===== src/irq_pkg.sv =====
// shared types for the interrupt unit; the encoder and vector math assume exactly eight lines
package irq_pkg;

    // ==============================
    // sizes
    // ==============================

    // one bit per line, the encoder splits this into two nibbles
    localparam int NUM_IRQ = 8;

    localparam int ID_W   = 3;  // log2 of the line count
    localparam int ADDR_W = 32; // handler address width

    // ==============================
    // vector types
    // ==============================

    // lines, pending set, in-service set and claim mask
    typedef logic [NUM_IRQ-1:0] irq_vec_t;

    // source number, 7 has the highest priority
    typedef logic [ID_W-1:0] irq_id_t;

    // handler entry point
    typedef logic [ADDR_W-1:0] isr_addr_t;

    // ==============================
    // handshake FSM
    // ==============================

    // IDLE    no request out
    // REQ     irq_req raised, waiting for ack
    // RELEASE irq_req dropped, waiting for ack to fall
    typedef enum logic [1:0] {
        IDLE    = 2'd0,
        REQ     = 2'd1,
        RELEASE = 2'd2
    } hs_state_t;

endpackage


===== src/irq_pending.sv =====
// lines are level sensitive and must stay high until their request is acknowledged
`timescale 1ns/10ps

module irq_pending (
    input  logic              clk,
    input  logic              rst_n,
    input  irq_pkg::irq_vec_t irq_lines,
    input  logic              claim,
    input  irq_pkg::irq_id_t  claim_id,
    output irq_pkg::irq_vec_t pending
);
    import irq_pkg::*;

    irq_vec_t in_service;   // sources currently being handled
    irq_vec_t claim_mask;   // one-hot of claim_id when claiming
    irq_vec_t in_service_d;
    irq_vec_t seen;         // in service or waiting

    // ==============================
    // claim decode
    // ==============================
    always_comb begin
        for (int i = 0; i < NUM_IRQ; i++) begin
            claim_mask[i] = claim && (claim_id == irq_id_t'(i));
        end
    end

    // a low line drops its bit, so a claim on a released line leaves it clear
    assign in_service_d = (in_service | claim_mask) & irq_lines;

    always_ff @(posedge clk or negedge rst_n) begin
        if (!rst_n) begin
            in_service <= '0;
        end else begin
            in_service <= in_service_d;
        end
    end

    // hide everything already in service
    assign pending = irq_lines & ~in_service;

    assign seen = in_service | pending;

    // ==============================
    // checks
    // ==============================

    // the FSM must only claim what this block offered or already holds
    a_claim_known : assert property (
        @(posedge clk) disable iff (!rst_n)
        claim |-> |($past(seen) & claim_mask)
    ) else $error("claim of id %0d that was neither pending nor in service", claim_id);

endmodule


===== src/irq_prio_enc.sv =====
// built for exactly eight lines; id is zero when nothing is pending
`timescale 1ns/10ps

module irq_prio_enc (
    input  irq_pkg::irq_vec_t pending,
    output irq_pkg::irq_id_t  sel_id,
    output logic              any_pending
);
    import irq_pkg::*;

    localparam int HALF = NUM_IRQ / 2; // one nibble

    logic [HALF-1:0] upper_nib;
    logic [HALF-1:0] lower_nib;
    logic            upper_nz;
    logic            lower_nz;
    logic [1:0]      upper_prio;
    logic [1:0]      lower_prio;

    // ==============================
    // nibble encoder
    // ==============================

    // index of the highest set bit, zero for an empty nibble
    function automatic logic [1:0] nibble_prio(input logic [3:0] nib);
        logic [1:0] prio;
        casez (nib)
            4'b1???: prio = 2'd3;
            4'b01??: prio = 2'd2;
            4'b001?: prio = 2'd1;
            default: prio = 2'd0;
        endcase
        return prio;
    endfunction

    assign upper_nib = pending[NUM_IRQ-1:HALF];
    assign lower_nib = pending[HALF-1:0];

    // both halves resolve in parallel
    assign upper_prio = nibble_prio(upper_nib);
    assign lower_prio = nibble_prio(lower_nib);

    assign upper_nz = |upper_nib;
    assign lower_nz = |lower_nib;

    // ==============================
    // merge
    // ==============================

    // upper half always wins, an empty lower half encodes to id 0
    assign sel_id = upper_nz ? {1'b1, upper_prio} : {1'b0, lower_prio};

    assign any_pending = upper_nz | lower_nz;

endmodule


===== src/irq_vector.sv =====
// vectored slots are eight bytes apart; mode and id are sampled only on capture
`timescale 1ns/10ps

module irq_vector #(
    parameter irq_pkg::isr_addr_t DIRECT_BASE = 32'hB000_0000,
    parameter irq_pkg::isr_addr_t VECTOR_BASE = 32'hB100_0000
) (
    input  logic               clk,
    input  logic               rst_n,
    input  logic               capture,
    input  irq_pkg::irq_id_t   sel_id,
    input  logic               mode_sel,  // 0 direct, 1 vectored
    output irq_pkg::isr_addr_t isr_addr,
    output irq_pkg::irq_id_t   irq_id
);
    import irq_pkg::*;

    isr_addr_t vec_offset;
    isr_addr_t addr_d;

    // ==============================
    // address select
    // ==============================
    assign vec_offset = {26'd0, sel_id, 3'b000};          // id times eight
    assign addr_d     = mode_sel ? (VECTOR_BASE + vec_offset)
                                 : DIRECT_BASE;           // single shared handler

    // ==============================
    // hold until the next capture
    // ==============================
    always_ff @(posedge clk or negedge rst_n) begin
        if (!rst_n) begin
            isr_addr <= '0;
            irq_id   <= '0;
        end else if (capture) begin
            isr_addr <= addr_d;
            irq_id   <= sel_id;
        end
    end

endmodule


===== src/irq_ack_timer.sv =====
// ACK_TIMEOUT must be at least 1; the count restarts from zero whenever timer_run drops
`timescale 1ns/10ps

module irq_ack_timer #(
    parameter int ACK_TIMEOUT = 16
) (
    input  logic clk,
    input  logic rst_n,
    input  logic timer_run,
    output logic expired
);

    localparam int CNT_W = (ACK_TIMEOUT > 1) ? $clog2(ACK_TIMEOUT) : 1;
    localparam logic [CNT_W-1:0] LAST = CNT_W'(ACK_TIMEOUT - 1);

    logic [CNT_W-1:0] count;

    // ==============================
    // request age counter
    // ==============================
    always_ff @(posedge clk or negedge rst_n) begin
        if (!rst_n) begin
            count <= '0;
        end else if (!timer_run || expired) begin
            count <= '0;  // wrap at expiry, FSM leaves REQ on this edge
        end else begin
            count <= count + 1'b1;
        end
    end

    assign expired = timer_run && (count == LAST);

    // ==============================
    // checks
    // ==============================
    a_count_range : assert property (
        @(posedge clk) disable iff (!rst_n)
        count <= LAST
    ) else $error("ack timer count %0d beyond limit %0d", count, LAST);

endmodule


===== src/irq_handshake_fsm.sv =====
// one request in flight; the CPU must keep irq_ack low until irq_req rises again
`timescale 1ns/10ps

module irq_handshake_fsm (
    input  logic clk,
    input  logic rst_n,
    input  logic any_pending,
    input  logic irq_ack,
    input  logic expired,
    output logic capture,
    output logic claim,
    output logic timer_run,
    output logic irq_req,
    output logic ack_timeout
);
    import irq_pkg::*;

    hs_state_t state;
    hs_state_t state_d;
    logic      timeout;  // withdraw without claim

    // ==============================
    // next state
    // ==============================
    always_comb begin
        state_d = state;
        capture = 1'b0;
        claim   = 1'b0;
        timeout = 1'b0;
        case (state)
            IDLE: begin
                if (any_pending) begin
                    capture = 1'b1;  // latch addr and id
                    state_d = REQ;
                end
            end
            REQ: begin
                if (irq_ack) begin
                    claim   = 1'b1;  // ack beats a same-cycle expiry
                    state_d = RELEASE;
                end else if (expired) begin
                    timeout = 1'b1;
                    state_d = IDLE;
                end
            end
            RELEASE: begin
                if (!irq_ack) state_d = IDLE;
            end
            default: state_d = IDLE;
        endcase
    end

    assign timer_run = (state == REQ);

    // ==============================
    // state and outputs
    // ==============================
    always_ff @(posedge clk or negedge rst_n) begin
        if (!rst_n) begin
            state       <= IDLE;
            irq_req     <= 1'b0;
            ack_timeout <= 1'b0;
        end else begin
            state       <= state_d;
            irq_req     <= (state_d == REQ);
            ack_timeout <= timeout;  // single-cycle pulse
        end
    end

    // ==============================
    // checks
    // ==============================
    a_no_req_in_release : assert property (
        @(posedge clk) disable iff (!rst_n)
        (state == RELEASE) |-> !irq_req
    ) else $error("irq_req high while waiting for ack to fall");

    // relies on the CPU side of the four-phase protocol
    a_no_capture_on_ack : assert property (
        @(posedge clk) disable iff (!rst_n)
        capture |-> !irq_ack
    ) else $error("new request captured while irq_ack still high");

endmodule


===== src/irq_vmu_top.sv =====
// eight level-sensitive lines, no masking and no nesting of running handlers
`timescale 1ns/10ps

module irq_vmu_top #(
    parameter irq_pkg::isr_addr_t DIRECT_BASE = 32'hB000_0000,
    parameter irq_pkg::isr_addr_t VECTOR_BASE = 32'hB100_0000,
    parameter int                 ACK_TIMEOUT = 16
) (
    input  logic               clk,
    input  logic               rst_n,
    input  irq_pkg::irq_vec_t  irq_lines,
    input  logic               mode_sel,     // 0 direct, 1 vectored
    input  logic               irq_ack,
    output logic               irq_req,
    output irq_pkg::isr_addr_t isr_addr,
    output irq_pkg::irq_id_t   irq_id,
    output logic               ack_timeout
);
    import irq_pkg::*;

    irq_vec_t pending;
    irq_id_t  sel_id;
    logic     any_pending;
    logic     capture;
    logic     claim;
    logic     timer_run;
    logic     expired;

    // ==============================
    // datapath
    // ==============================
    irq_pending u_pending (
        .clk       (clk),
        .rst_n     (rst_n),
        .irq_lines (irq_lines),
        .claim     (claim),
        .claim_id  (irq_id),       // latched id is the one being acked
        .pending   (pending)
    );

    irq_prio_enc u_prio (
        .pending     (pending),
        .sel_id      (sel_id),
        .any_pending (any_pending)
    );

    irq_vector #(
        .DIRECT_BASE (DIRECT_BASE),
        .VECTOR_BASE (VECTOR_BASE)
    ) u_vector (
        .clk      (clk),
        .rst_n    (rst_n),
        .capture  (capture),
        .sel_id   (sel_id),
        .mode_sel (mode_sel),
        .isr_addr (isr_addr),
        .irq_id   (irq_id)
    );

    // ==============================
    // control
    // ==============================
    irq_ack_timer #(
        .ACK_TIMEOUT (ACK_TIMEOUT)
    ) u_timer (
        .clk       (clk),
        .rst_n     (rst_n),
        .timer_run (timer_run),
        .expired   (expired)
    );

    irq_handshake_fsm u_fsm (
        .clk         (clk),
        .rst_n       (rst_n),
        .any_pending (any_pending),
        .irq_ack     (irq_ack),
        .expired     (expired),
        .capture     (capture),
        .claim       (claim),
        .timer_run   (timer_run),
        .irq_req     (irq_req),
        .ack_timeout (ack_timeout)
    );

endmodule


===== config.mk =====
export PLATFORM = sky130hd
export DESIGN_NAME = irq_vmu_top
export DESIGN_NICKNAME = d
export VERILOG_FILES = /design/src/irq_pkg.sv /design/src/irq_pending.sv /design/src/irq_prio_enc.sv /design/src/irq_vector.sv /design/src/irq_ack_timer.sv /design/src/irq_handshake_fsm.sv /design/src/irq_vmu_top.sv
export SDC_FILE = /design/constraint.sdc
export NUM_CORES = 1
export LEC_CHECK = 0
export BUFFER_PORTS_ARGS = -buffer_cell sky130_fd_sc_hd__clkbuf_2
export CORE_MARGIN = 1.5
export CORE_UTILIZATION = 43
export CTS_CLUSTER_SIZE = 24
export DETAILED_ROUTE_END_ITERATION = 10
export PLACE_DENSITY_LB_ADDON = 0.08
export SLEW_MARGIN = 20
export SYNTH_ARGS = -nofsm -noshare
export SYNTH_HDL_FRONTEND = slang
export SYNTH_SLANG_ARGS = --single-unit

===== constraint.sdc =====
create_clock -name clk -period 1.5 [get_ports clk]
set_input_delay 0.15 -clock clk [delete_from_list [all_inputs] [get_ports clk]]
set_output_delay 0.15 -clock clk [all_outputs]
set_load 0.005 [all_outputs]

==> results.py <==
metrics = {
    "outcome": {
        "outcome": "finished, violations left",
        "failed_checks": "negative setup slack",
    },
    "synthesis": {
        "synth_area_per_cell_um2": 10.4,
        "seq_area_frac_synth": 0.478,
        "synth_top_family_by_area": "buffers and inverters",
        "yosys_warnings": 0,
        "synth_compound_area_frac": 0.139,
        "yosysTopAreaCell": "dfrtp_1",
        "ys_top_cells_by_area": "dfrtp_1 48%, buf_4 16%, nand2b_1 4.0%",
        "synth_cell_types": 32,
        "ys_ff_latch": 24,
        "synth-xor-area-share": 0.0139,
        "async_reset_ff_frac": 1.00,
        "synth_area_um2": 1260,
        "synthTopCellsByCount": "27 x buf_4, 24 x dfrtp_1, 8 x nand2b_1, 8 x nor2b_1, 6 x nor2_1",
        "synth_top_area_frac": 0.478,
        "synth.most_common_cell": "buf_4",
        "synth_ff_type": "dfrtp_1",
        "synth-simple-area-share": 0.154,
        "synthCells": 121,
        "synth_edf_count": 0,
        "muxShareOfSynthArea": 0.0239,
        "synth-adder-area-share": 0.00996,
    },
    "timing": {
        "fin_crit_sh": 1.04,
        "rsz0062_at_grt": "true",
        "finalCriticalPeriod_ps": 1560,
        "fmax_mhz": 640,
        "setup_slack_ps": -61.5,
        "fin_worst_skew_ps": 6.75,
        "slew_viol_final": 0,
        "max_slew_margin": 0.594,
        "worstMarginPinSlew_ps": 609,
        "finalSetupTns_ps": -404,
        "setup_viol": 9,
        "hold_viol_final": 0,
    },
    "worst_setup_path": {
        "worstRegToRegCells": 5,
        "crit_type": "reg2reg",
        "r2r-end": "u_vector.isr_addr[5]$_DFFE_PN0P_",
        "critPathLaunchType": "flip-flop",
        "crit_path_end_kind": "flip-flop",
        "critical_path.max_fanout": 5,
        "r2r_slack_ps": -60,
        "rr_startpoint": "u_pending.in_service[4]$_DFF_PN0_",
        "cp.required_ps": 1760,
        "cp.arrival_ps": 1820,
    },
    "cells_and_area": {
        "final_nets": 171,
        "instances_no_fill": 188,
        "diodes": 0,
        "drive_above_1_share": 0.293,
        "fill_cells": 279,
        "syn_to_final_growth_pct": 16.1,
    },
    "clocking": {
        "clock-root-buffer": "clkbuf_4",
        "cts.htree.levels": 1,
        "cts_tree": "done",
        "clkTransAtPathRegs_ps": 130,
        "insertion_delay_ps": 310,
        "numCtsBuffers": 3,
        "cts_sinks": 24,
        "cts_buffer_depth": 2,
    },
    "route": {
        "drc": 0,
        "vias_per_cell": 4.74,
        "vias": 892,
        "routed_wl_um": 2230,
        "ant_nets": 0,
        "avgRoutedWirePerCell_um": 11.9,
        "firstDrtPassIters": 2,
        "drtIter0Drc": 12,
    },
    "global_routing": {
        "met2_usage": 0.233,
        "grt_pass1_wl_um": 3790,
        "antenna_found_initial": 0,
        "grt_pass1_vias": 829,
        "grt_use_total": 0.149,
        "grt.busiest_layer": "met2",
        "use_met1": 0.210,
        "grt_remaining_overflow": 0,
        "met3_usage": 0.0227,
        "grt_max_degree": 25,
    },
    "min_path": {
        "hold_start": "irq_lines[5]",
        "hold_end": "u_pending.in_service[5]$_DFF_PN0_",
        "min_path_cells": 2,
        "min_path_type": "in2reg",
    },
    "power_and_ir_drop": {
        "p_leak_uw": 0.000753,
        "p_per_area_nw_per_um2": 1460,
        "ir_drop_mv": 0.822,
    },
    "die": {
        "core_um2": 2760,
        "dieHeight_um": 57.1,
        "dieArea_um2": 3250,
        "fp.dieW_um": 57.1,
        "start_util": 0.456,
        "boundaryPins": 49,
        "rows": 19,
    },
    "placed_design": {
        "dp_cells": 178,
        "place_hpwl_um": 1690,
        "place.gp.congestion": 0.756,
        "port_buffers": 23,
    },
    "job": {
        "maxCapViolCount": 0,
    },
}
-- cell families (layout without fill, tap and decap cells) --
kind of cell | count (synthesis) | after routing
AOI/OAI and AO/OA | 23 | 23
xor gates and xnor gates | 2 | 2
adders and majority gates | 1 | 1
buffers and inverters | 32 | 44
DFF | 24 | 24
muxes | 3 | 3
other | 1 | 25
and+or+nand+nor | 35 | 35
-- power by group --
group / internal, uW / switching [uW] / total, uW / leakage [uW]
logic: 421 / 411 / 832 / 0.000426
registers: 822 / 145 / 967 / 0.000306
clock network: 148 / 185 / 333 / 0.0000210
-- layer usage --
layer	part of all wire	vias to the layer above
met5	0	-
met1	0.47	427
li1	-	432
met3	0.048	5
met2	0.47	28
met4	0.016	0
-- registers in the layout (all words and copies together), names as in the netlist --
signal and flops:
u_pending.in_service 8, u_vector.isr_addr 5, u_timer.count 4, u_vector.irq_id 3
u_fsm.state 2, u_fsm.ack_timeout 1, u_fsm.irq_req 1
-- stage by stage --
step	instance area [um^2]	power, uW	utilization	hold WS, ps	setup slack [ps]
2_1_floorplan	1350	1430	-	-146	-34.2
3_3_place_gp	1350	1680	0.488	183	-104
3_5_place_dp	1350	1690	0.488	188	-182
4_1_cts	1440	2130	0.523	27.5	-80.3
5_1_grt	1460	2310	0.529	29.7	-155
6_report	1460	2130	0.529	43.8	-61.5
-- layout make-up --
| type | instances | area [um^2] | area share |
|---|---|---|---|
| flip-flops and latches | 24 | 601 | 0.412 |
| multi-input cells | 89 | 546 | 0.374 |
| inverters | 4 | 15.0 | 0.0103 |
| repair buffers | 36 | 223 | 0.153 |
| well taps | 31 | 38.8 | 0.0266 |
| clock buffers | 4 | 36.3 | 0.0249 |
-- layout by cell type (no fill, tap or decap), drive strengths merged --
cell         Yosys  routed
nand3            3       3
dlygate4sd3      0       1
and3             1       1
or4b             1       1
ha               1       1
a21oi            1       1
buf             28      12
nand2            2       2
nand2b           8       8
a21boi           2       2
o21ai            4       4
o211ai           1       1
clkbuf           0      27
a31oi            4       4
inv              4       4
nor3b            1       1
a21bo            1       1
dfrtp           24      24
a32o             1       1
a211oi           1       1
nor3             5       5
o2111ai          1       1
xor2             1       1
xnor2            1       1
a22o             1       1
nor2b            8       8
mux2i            3       3
nor2             6       6
conb             1      25
o2bb2ai          1       1
o21a             5       5
-- worst max-delay path by stage --
stage	startpoint	endpoint	slack, ps	cells past startpoint
finish	u_pending.in_service[4]$_DFF_PN0_	u_vector.isr_addr[5]$_DFFE_PN0P_	-60	5
global route	u_pending.in_service[6]$_DFF_PN0_	u_vector.isr_addr[5]$_DFFE_PN0P_	-150	5
CTS	u_pending.in_service[5]$_DFF_PN0_	u_vector.irq_id[0]$_DFFE_PN0P_	-80	4
detailed placement	u_pending.in_service[4]$_DFF_PN0_	u_vector.irq_id[0]$_DFFE_PN0P_	-180	4
global placement	u_pending.in_service[4]$_DFF_PN0_	u_vector.irq_id[1]$_DFFE_PN0P_	-100	4
floorplan	u_pending.in_service[4]$_DFF_PN0_	u_vector.isr_addr[24]$_DFFE_PN0P_	-30	5
-- timing repair --
action | in CTS | in global routing
pin swaps | 3 | 3
resized for setup | 5 | 3
endpoints found under the hold margin | 24 | 0
hold buffers | 1 | 0
setup buffers | 4 | 1
endpoints found under the setup margin | 10 | 10
-- worst max-delay path, cell delays in order, from the launching register on --
cell     delay, ps
dfrtp_1        380
nor2b_2         50
or4b_4         580
o21ai_4        250
buf_6          150
a32o_1         110
No activity file was read; power rests on OpenSTA's default activity.
